### src/common/decoder_pkg.sv
package decoder_pkg;

    // grid geometry for a single measurement round
    localparam int GRID_ROWS = 4;
    localparam int GRID_COLS = 4;
    localparam int PU_COUNT = GRID_ROWS * GRID_COLS;

    localparam int ROW_WIDTH = $clog2(GRID_ROWS);
    localparam int COL_WIDTH = $clog2(GRID_COLS);
    localparam int ADDRESS_WIDTH = ROW_WIDTH + COL_WIDTH;

    // edge lengths in half-weight steps
    localparam int WEIGHT = 1;
    localparam int NEIGHBOR_COST = 2 * WEIGHT;
    localparam int BOUNDARY_COST = 2 * WEIGHT;
    localparam int GROWTH_WIDTH = 2;

    localparam int ROUND_WIDTH = 2;
    localparam int QUIET_CYCLES = 2;
    localparam int QUIET_WIDTH = $clog2(QUIET_CYCLES + 1);

    // neighbor slot of a unit, by direction
    localparam int NB_UP = 0;
    localparam int NB_DOWN = 1;
    localparam int NB_LEFT = 2;
    localparam int NB_RIGHT = 3;

    typedef enum logic [2:0] {
        STAGE_IDLE,
        STAGE_LOAD,
        STAGE_GROW,
        STAGE_MERGE,
        STAGE_REPORT
    } stage_t;

    typedef struct packed {
        logic [ROW_WIDTH-1:0] row;
        logic [COL_WIDTH-1:0] col;
    } pu_coord_t;

    // row is the upper field, so flat compare orders row-major
    typedef union packed {
        logic [ADDRESS_WIDTH-1:0] flat;
        pu_coord_t rc;
    } pu_addr_t;

endpackage

### src/grid/neighbor_link.sv
`timescale 1ns/100ps

module neighbor_link
    import decoder_pkg::*;
(
    input  logic     clk,
    input  logic     reset,
    input  stage_t   stage,
    input  logic     a_occupied,
    input  logic     b_occupied,
    input  pu_addr_t a_root,
    input  pu_addr_t b_root,
    input  logic     a_touching,
    input  logic     b_touching,
    output logic     fully_grown,
    output pu_addr_t root_to_a,
    output pu_addr_t root_to_b,
    output logic     touching_to_a,
    output logic     touching_to_b
);

    logic [GROWTH_WIDTH-1:0] growth;
    logic [GROWTH_WIDTH:0]   growth_sum;

    // both ends grow into the edge at once
    assign growth_sum = {1'b0, growth} + a_occupied + b_occupied;

    always_ff @(posedge clk) begin
        if (reset) begin
            growth <= '0;
        end else if (stage == STAGE_LOAD) begin
            growth <= '0;
        end else if (stage == STAGE_GROW) begin
            if (growth_sum >= NEIGHBOR_COST) begin
                growth <= GROWTH_WIDTH'(NEIGHBOR_COST);
            end else begin
                growth <= growth_sum[GROWTH_WIDTH-1:0];
            end
        end
    end

    assign fully_grown = (growth == GROWTH_WIDTH'(NEIGHBOR_COST));

    // each side sees the far unit
    assign root_to_a = b_root;
    assign root_to_b = a_root;
    assign touching_to_a = b_touching;
    assign touching_to_b = a_touching;

endmodule

### src/grid/processing_unit.sv
`timescale 1ns/100ps

module processing_unit
    import decoder_pkg::*;
#(
    parameter int ROW = 0,
    parameter int COL = 0,
    parameter bit ON_BOUNDARY = (COL == 0) || (COL == GRID_COLS - 1)
) (
    input  logic           clk,
    input  logic           reset,
    input  stage_t         stage,
    input  logic           syndrome,
    input  logic [3:0]     neighbor_fully_grown,
    input  pu_addr_t [3:0] neighbor_roots,
    input  logic [3:0]     neighbor_touching,
    output pu_addr_t       root,
    output logic           occupied,
    output logic           touching_boundary,
    output logic           root_changed
);

    pu_addr_t                own_addr;
    pu_addr_t                merged_root;
    logic                    merged_touching;
    logic                    merged_occupied;
    logic                    syndrome_q;
    logic [GROWTH_WIDTH-1:0] boundary_growth;

    always_comb begin
        own_addr.rc.row = ROW_WIDTH'(ROW);
        own_addr.rc.col = COL_WIDTH'(COL);
    end

    // smallest root over self and fully grown links
    always_comb begin
        merged_root = root;
        merged_touching = touching_boundary | (|(neighbor_fully_grown & neighbor_touching));
        merged_occupied = occupied | (|neighbor_fully_grown);
        for (int d = 0; d < 4; d++) begin
            if (neighbor_fully_grown[d] && (neighbor_roots[d].flat < merged_root.flat)) begin
                merged_root = neighbor_roots[d];
            end
        end
    end

    // sampled every idle cycle, so the start transfer value sticks
    always_ff @(posedge clk) begin
        if (stage == STAGE_IDLE) begin
            syndrome_q <= syndrome;
        end
    end

    always_ff @(posedge clk) begin
        if (stage == STAGE_LOAD) begin
            root <= own_addr;
        end else if (stage == STAGE_MERGE) begin
            root <= merged_root;
        end
    end

    always_ff @(posedge clk) begin
        if (reset) begin
            occupied <= 1'b0;
            touching_boundary <= 1'b0;
            boundary_growth <= '0;
            root_changed <= 1'b0;
        end else begin
            root_changed <= 1'b0;
            case (stage)
                STAGE_LOAD: begin
                    occupied <= syndrome_q;
                    touching_boundary <= 1'b0;
                    boundary_growth <= '0;
                end
                STAGE_GROW: begin
                    if (ON_BOUNDARY && occupied &&
                        (boundary_growth != GROWTH_WIDTH'(BOUNDARY_COST))) begin
                        boundary_growth <= boundary_growth + 1'b1;
                        if (boundary_growth == GROWTH_WIDTH'(BOUNDARY_COST - 1)) begin
                            touching_boundary <= 1'b1;
                        end
                    end
                end
                STAGE_MERGE: begin
                    occupied <= merged_occupied;
                    touching_boundary <= merged_touching;
                    root_changed <= (merged_root != root) ||
                                    (merged_touching != touching_boundary) ||
                                    (merged_occupied != occupied);
                end
                default: begin
                end
            endcase
        end
    end

endmodule

### src/rtl/decoder_top.sv
`timescale 1ns/100ps

module decoder_top
    import decoder_pkg::*;
(
    input  logic                   clk,
    input  logic                   reset,
    input  logic                   start_valid,
    output logic                   start_ready,
    input  logic [PU_COUNT-1:0]    syndromes,
    input  logic [ROUND_WIDTH-1:0] grow_rounds,
    output logic                   result_valid,
    input  logic                   result_ready,
    output pu_addr_t               roots [PU_COUNT],
    output wire  [PU_COUNT-1:0]    touching_boundary
);

    stage_t stage;
    logic   merge_done;
    logic   last_round;
    logic   has_message_flying;

    wire [PU_COUNT-1:0] occupied;
    wire [PU_COUNT-1:0] root_changed;

    // per-unit neighbor view, indexed by NB_* direction
    wire [3:0]           nb_full [PU_COUNT];
    wire pu_addr_t [3:0] nb_root [PU_COUNT];
    wire [3:0]           nb_touch [PU_COUNT];

    assign has_message_flying = |root_changed;

    stage_controller i_stage_controller (
        .clk         (clk),
        .reset       (reset),
        .start_valid (start_valid),
        .start_ready (start_ready),
        .result_valid(result_valid),
        .result_ready(result_ready),
        .merge_done  (merge_done),
        .last_round  (last_round),
        .stage       (stage)
    );

    round_counter i_round_counter (
        .clk               (clk),
        .reset             (reset),
        .stage             (stage),
        .grow_rounds       (grow_rounds),
        .has_message_flying(has_message_flying),
        .merge_done        (merge_done),
        .last_round        (last_round)
    );

    for (genvar r = 0; r < GRID_ROWS; r++) begin : g_row
        for (genvar c = 0; c < GRID_COLS; c++) begin : g_col
            localparam int IDX = r * GRID_COLS + c;

            processing_unit #(
                .ROW(r),
                .COL(c)
            ) i_processing_unit (
                .clk                 (clk),
                .reset               (reset),
                .stage               (stage),
                .syndrome            (syndromes[IDX]),
                .neighbor_fully_grown(nb_full[IDX]),
                .neighbor_roots      (nb_root[IDX]),
                .neighbor_touching   (nb_touch[IDX]),
                .root                (roots[IDX]),
                .occupied            (occupied[IDX]),
                .touching_boundary   (touching_boundary[IDX]),
                .root_changed        (root_changed[IDX])
            );

            // grid edges have no link in that direction
            if (r == 0) begin : g_no_up
                assign nb_full[IDX][NB_UP] = 1'b0;
                assign nb_root[IDX][NB_UP] = '0;
                assign nb_touch[IDX][NB_UP] = 1'b0;
            end
            if (r == GRID_ROWS - 1) begin : g_no_down
                assign nb_full[IDX][NB_DOWN] = 1'b0;
                assign nb_root[IDX][NB_DOWN] = '0;
                assign nb_touch[IDX][NB_DOWN] = 1'b0;
            end
            if (c == 0) begin : g_no_left
                assign nb_full[IDX][NB_LEFT] = 1'b0;
                assign nb_root[IDX][NB_LEFT] = '0;
                assign nb_touch[IDX][NB_LEFT] = 1'b0;
            end
            if (c == GRID_COLS - 1) begin : g_no_right
                assign nb_full[IDX][NB_RIGHT] = 1'b0;
                assign nb_root[IDX][NB_RIGHT] = '0;
                assign nb_touch[IDX][NB_RIGHT] = 1'b0;
            end

            // a is this unit, b the unit to the right
            if (c < GRID_COLS - 1) begin : g_h_link
                wire full;

                neighbor_link i_neighbor_link (
                    .clk          (clk),
                    .reset        (reset),
                    .stage        (stage),
                    .a_occupied   (occupied[IDX]),
                    .b_occupied   (occupied[IDX+1]),
                    .a_root       (roots[IDX]),
                    .b_root       (roots[IDX+1]),
                    .a_touching   (touching_boundary[IDX]),
                    .b_touching   (touching_boundary[IDX+1]),
                    .fully_grown  (full),
                    .root_to_a    (nb_root[IDX][NB_RIGHT]),
                    .root_to_b    (nb_root[IDX+1][NB_LEFT]),
                    .touching_to_a(nb_touch[IDX][NB_RIGHT]),
                    .touching_to_b(nb_touch[IDX+1][NB_LEFT])
                );
                assign nb_full[IDX][NB_RIGHT] = full;
                assign nb_full[IDX+1][NB_LEFT] = full;
            end

            // a is this unit, b the unit below
            if (r < GRID_ROWS - 1) begin : g_v_link
                wire full;

                neighbor_link i_neighbor_link (
                    .clk          (clk),
                    .reset        (reset),
                    .stage        (stage),
                    .a_occupied   (occupied[IDX]),
                    .b_occupied   (occupied[IDX+GRID_COLS]),
                    .a_root       (roots[IDX]),
                    .b_root       (roots[IDX+GRID_COLS]),
                    .a_touching   (touching_boundary[IDX]),
                    .b_touching   (touching_boundary[IDX+GRID_COLS]),
                    .fully_grown  (full),
                    .root_to_a    (nb_root[IDX][NB_DOWN]),
                    .root_to_b    (nb_root[IDX+GRID_COLS][NB_UP]),
                    .touching_to_a(nb_touch[IDX][NB_DOWN]),
                    .touching_to_b(nb_touch[IDX+GRID_COLS][NB_UP])
                );
                assign nb_full[IDX][NB_DOWN] = full;
                assign nb_full[IDX+GRID_COLS][NB_UP] = full;
            end
        end
    end

endmodule

### src/rtl/round_counter.sv
`timescale 1ns/100ps

module round_counter
    import decoder_pkg::*;
(
    input  logic                   clk,
    input  logic                   reset,
    input  stage_t                 stage,
    input  logic [ROUND_WIDTH-1:0] grow_rounds,
    input  logic                   has_message_flying,
    output logic                   merge_done,
    output logic                   last_round
);

    logic [ROUND_WIDTH-1:0] round_target;
    logic [ROUND_WIDTH-1:0] rounds_done;
    logic [QUIET_WIDTH-1:0] quiet_count;

    // the start transfer is the last idle cycle and zero means one round
    always_ff @(posedge clk) begin
        if (stage == STAGE_IDLE) begin
            round_target <= (grow_rounds == '0) ? ROUND_WIDTH'(1) : grow_rounds;
        end
    end

    always_ff @(posedge clk) begin
        if (reset) begin
            rounds_done <= '0;
            quiet_count <= '0;
            merge_done <= 1'b0;
        end else begin
            if (stage == STAGE_LOAD) begin
                rounds_done <= '0;
            end else if (stage == STAGE_GROW) begin
                rounds_done <= rounds_done + 1'b1;
            end

            merge_done <= 1'b0;
            if ((stage != STAGE_MERGE) || has_message_flying) begin
                quiet_count <= '0;
            end else if (quiet_count != QUIET_WIDTH'(QUIET_CYCLES)) begin
                quiet_count <= quiet_count + 1'b1;
                merge_done <= (quiet_count == QUIET_WIDTH'(QUIET_CYCLES - 1));
            end
        end
    end

    assign last_round = (rounds_done == round_target);

endmodule

### src/rtl/stage_controller.sv
`timescale 1ns/100ps

module stage_controller
    import decoder_pkg::*;
(
    input  logic   clk,
    input  logic   reset,
    input  logic   start_valid,
    output logic   start_ready,
    output logic   result_valid,
    input  logic   result_ready,
    input  logic   merge_done,
    input  logic   last_round,
    output stage_t stage
);

    stage_t next_stage;

    always_ff @(posedge clk) begin
        if (reset) begin
            stage <= STAGE_IDLE;
        end else begin
            stage <= next_stage;
        end
    end

    always_comb begin
        next_stage = stage;
        unique case (stage)
            STAGE_IDLE: begin
                if (start_valid) begin
                    next_stage = STAGE_LOAD;
                end
            end
            STAGE_LOAD: begin
                next_stage = STAGE_GROW;
            end
            // a single grow step per round
            STAGE_GROW: begin
                next_stage = STAGE_MERGE;
            end
            STAGE_MERGE: begin
                if (merge_done) begin
                    if (last_round) begin
                        next_stage = STAGE_REPORT;
                    end else begin
                        next_stage = STAGE_GROW;
                    end
                end
            end
            // hold results until taken
            STAGE_REPORT: begin
                if (result_ready) begin
                    next_stage = STAGE_IDLE;
                end
            end
            default: begin
                next_stage = STAGE_IDLE;
            end
        endcase
    end

    assign start_ready = (stage == STAGE_IDLE);
    assign result_valid = (stage == STAGE_REPORT);

endmodule

### config.mk
export PLATFORM = sky130hd
export DESIGN_NAME = decoder_top
export DESIGN_NICKNAME = d
export VERILOG_FILES = /design/src/common/decoder_pkg.sv /design/src/grid/neighbor_link.sv /design/src/grid/processing_unit.sv /design/src/rtl/decoder_top.sv /design/src/rtl/round_counter.sv /design/src/rtl/stage_controller.sv
export SDC_FILE = /design/constraint.sdc
export NUM_CORES = 1
export LEC_CHECK = 0
export ABC_CLOCK_PERIOD_IN_PS = 6900
export BUFFER_PORTS_ARGS = -buffer_cell sky130_fd_sc_hd__buf_4
export CAP_MARGIN = 20
export CORE_MARGIN = 1.5
export CORE_UTILIZATION = 63
export DETAILED_ROUTE_END_ITERATION = 10
export PLACE_DENSITY = 0.82
export RECOVER_POWER = 25
export SYNTH_ARGS = -nofsm -noshare
export SYNTH_HDL_FRONTEND = slang
export SYNTH_SLANG_ARGS = --single-unit
### constraint.sdc
create_clock -name clk -period 6.9 [get_ports clk]
set_input_delay 1.38 -clock clk [delete_from_list [all_inputs] [get_ports clk]]
set_output_delay 1.38 -clock clk [all_outputs]
set_load 0.05 [all_outputs]
==> reports/qor.yml <==
cts_hold_buf: 0
p_switching_uw: 1540
synthAdderAreaFrac_pct: 16.4
muxShareOfSynthArea_pct: 6.13
wire_per_inst_um: 21.1
grt_overflow_total: 0
antenna_cells: 0
path_clk_slew_ns: 0.07
grt_pass1_vias: 15800
synth-edff-count: 18
hpwl_um: 38100
synthCells: 2030
htreeDepth: 1
die_w_um: 166
grt_max_degree: 69
cts_tree: "built"
io_pins: 104
post-route-period-util_pct: 95.2
synth_top_family_by_area: "compound AO/OA/AOI/OAI gates"
endpoint_kind: "flop"
fmax_ghz: 0.152
clock_latency_ns: 0.55
numCtsBuffers: 24
cts.path.max_buffers: 3
yosys.area_share.simple_pct: 17.7
start_util_pct: 64.1
synthDistinctLibCells: 110
synthFlopType: "dfxtp_1"
seq_area_frac_synth_pct: 25.4
p_seq_share_pct: 32.9
holdCritPathClass: "reg2reg"
synth_xor_area_share_pct: 2.58
ys_warn_count: 0
worstPathMaxFanout: 13
synth-compound-area-share_pct: 25.0
skew_ns: 0.0234
num_vias: 16300
setup_viol: 0
cap_viol_max_count: 2
nets: 2338
maxSlewHeadroom_pct: -151
dpl_cell_area_sq_um: 17800
synth_area_sq_um: 16700
ant_nets: 0
first_pass_iters: 6
synthArstFlopShare_pct: 0
status: "complete, but fails checks"
root_buffer: "clkbuf_16"
drc_errors: 0
min_period_ns: 6.57
switching_share_pct: 37.7
syn-num-nets: 2253
critPathRequiredTime_ns: 7.30
p_int_uw: 2550
drt_iter0_drc: 1645
leakage_uw: 0.00754
worstPathArrival_ns: 6.97
std_cell_rows: 59
ys_ff_latch: 202
io_buffers: 103
drive_above_1_share_pct: 12.9
dieArea_sq_um: 27400
power.density_nw_per_um2: 221
pwr-share-comb_pct: 35.4
gp_congestion: 0.976
crit_path_start_kind: "flop"
die_h_um: 166
fillers: 2106
cts_setup_buffers: 0
rsz0062_at_grt: "true"
vias_per_cell: 6.61
worst_pin_slew_ns: 3.77
antenna_found_initial: 1
slew_violations: 103
path_class: "reg2reg"
hold_violations: 0
grtUsageTotal_pct: 36.6
pwr-share-clk_pct: 31.8
fin_util_pct: 71.3
violations: "max-capacitance violations, max-slew violations"
fp.coreArea_sq_um: 26000
wl_um: 52100
area_delta_synth_final_pct: 11.2
clkSinkCount: 202
startpoint: "g_row[2].g_col[2].i_processing_unit.root[2]"
peakVddDrop_mv: 0.206
postLayoutCellArea_sq_um: 18500
postSynthAreaPerCell_sq_um: 8.21
grt_pass1_wl_um: 81800
timing.rr.start: "g_row[2].g_col[2].i_processing_unit.root[2]"
[cell type report]
class	instances	area, sq um	area share, %
Tap cell	335	419	2.26
Multi-Input combinational cell	1552	11300	61.0
Clock inverter	10	135	0.729
Inverter	189	713	3.85
Sequential cell	202	4230	22.8
Clock buffer	34	658	3.55
Timing Repair Buffer	146	1070	5.79
[synthesized netlist by cell type (all sizes together) (28+ instances only)]
cell,instances,area (sq um)
dfxtp,184,3680
a22oi,29,218
a211oi,42,348
nor3,63,332
mux2i,63,631
mux2,34,390
nand2,129,484
o21ai,101,513
nor2,208,781
ha,177,2210
o22ai,40,250
clkbuf,64,282
a31oi,28,196
nor3b,29,223
nand3,29,150
a21oi,164,836
xnor2,40,350
inv,182,683
[repair_timing]
item | 4_1_cts | 5_1_grt
gates resized for setup | 0 | 5
endpoints found under the hold margin | 0 | 0
setup endpoints to repair | 0 | 6
[kinds of logic after synthesis]
kind of cell	Yosys count
simple gates	601
mux	97
xor+xnor	49
buf+inv	276
fa+ha+maj	205
flops	202
compound gates	600
[layout by cell type, fill, tap and decap left out, types with 9 or more instances in the layout]
cell	n
nor2_1	207
dfxtp_1	182
inv_1	181
ha_1	177
a21oi_1	159
nand2_1	129
buf_4	123
o21ai_0	90
mux2i_1	63
nor3_1	60
o22ai_1	40
xnor2_1	40
a211oi_1	37
mux2_2	31
a22oi_1	29
nand3_1	28
nor3b_1	28
o21a_1	26
a31oi_1	26
nand3b_1	24
fa_1	24
clkbuf_16	24
nand2b_1	23
a21o_1	22
or3_1	20
edfxtp_1	18
clkbuf_4	17
nor4_1	15
nor2b_1	14
clkbuf_1	14
o211ai_1	13
a22o_1	12
a41oi_1	10
o21ai_1	9
nand4_1	9
xor2_1	9
[power by group through the flow]
stage	sequential (uW)	combinational [uW]	clock, uW
after detailed placement	1360	1400	0
final	1340	1450	1300
after global placement	1360	1350	0
after CTS	1340	1410	1300
after global routing	1350	1570	1350
after floorplan	1420	969	0
[critical path, cell delays in order (launching register included)]
cell,delay (ns)
dfxtp_1,0.72
clkinvlp_4,0.41
ha_1,0.30
a211oi_1,0.29
o21ai_2,0.19
nor2_1,0.13
a21oi_1,0.08
ha_1,0.25
or3_1,0.36
a21oi_1,0.35
mux2i_1,0.29
inv_1,0.07
ha_1,0.32
nand2_1,0.06
mux2i_1,0.16
o21ai_0,0.13
o21ai_0,0.32
mux2_2,0.41
ha_1,0.27
or2_2,0.29
a31oi_1,0.21
a21o_1,0.19
mux2_2,0.38
xnor2_1,0.15
a41oi_1,0.11
[layer usage]
layer	global-route usage, %	vias up	wire [um]
met5	0	-	13
li1	-	7531	-
met4	17.4	2	2240
met3	7.69	181	5190
met2	59.9	859	23800
met1	46.0	7743	20900
[state kept, by name, indices dropped and copies added (netlist names)]
register / count
g_row.g_col.i_processing_unit.root_changed: 16
g_row.g_col.g_h_link.i_neighbor_link.growth: 24
i_round_counter.rounds_done: 2
g_row.g_col.g_v_link.i_neighbor_link.growth: 24
g_row.g_col.i_processing_unit.boundary_growth: 16
g_row.g_col.i_processing_unit.touching_boundary: 16
i_round_counter.merge_done: 1
i_round_counter.round_target: 2
g_row.g_col.i_processing_unit.root: 64
i_stage_controller.stage: 3
g_row.g_col.i_processing_unit.syndrome_q: 16
g_row.g_col.i_processing_unit.occupied: 16
i_round_counter.quiet_count: 2
[path summary, 6_finish.rpt]
check | end | slack [ns] | depth (start not counted)
min reg2reg | flop | 0.47 | 2
max reg2reg | g_row[2].g_col[2].i_processing_unit.root_changed | 0.33 | 24
max | g_row[2].g_col[2].i_processing_unit.root_changed | 0.33 | 24
min | flop | 0.47 | 2
[metrics by stage]
stage / hold slack [ns] / worst slack (ns) / total power, uW / TNS (ns) / instances
6_report: 0.470 / 0.331 / 4090 / 0 / 2468
5_1_grt: 0.489 / -0.0261 / 4270 / -0.0261 / 2468
4_1_cts: 0.472 / 0.242 / 4050 / 0 / 2468
3_5_place_dp: 0.461 / 0.323 / 2760 / 0 / 2424
3_3_place_gp: 0.452 / 0.668 / 2710 / 0 / 2424
2_1_floorplan: 0.445 / 0.0669 / 2390 / 0 / 2030
(Power assumes the default switching activity.)
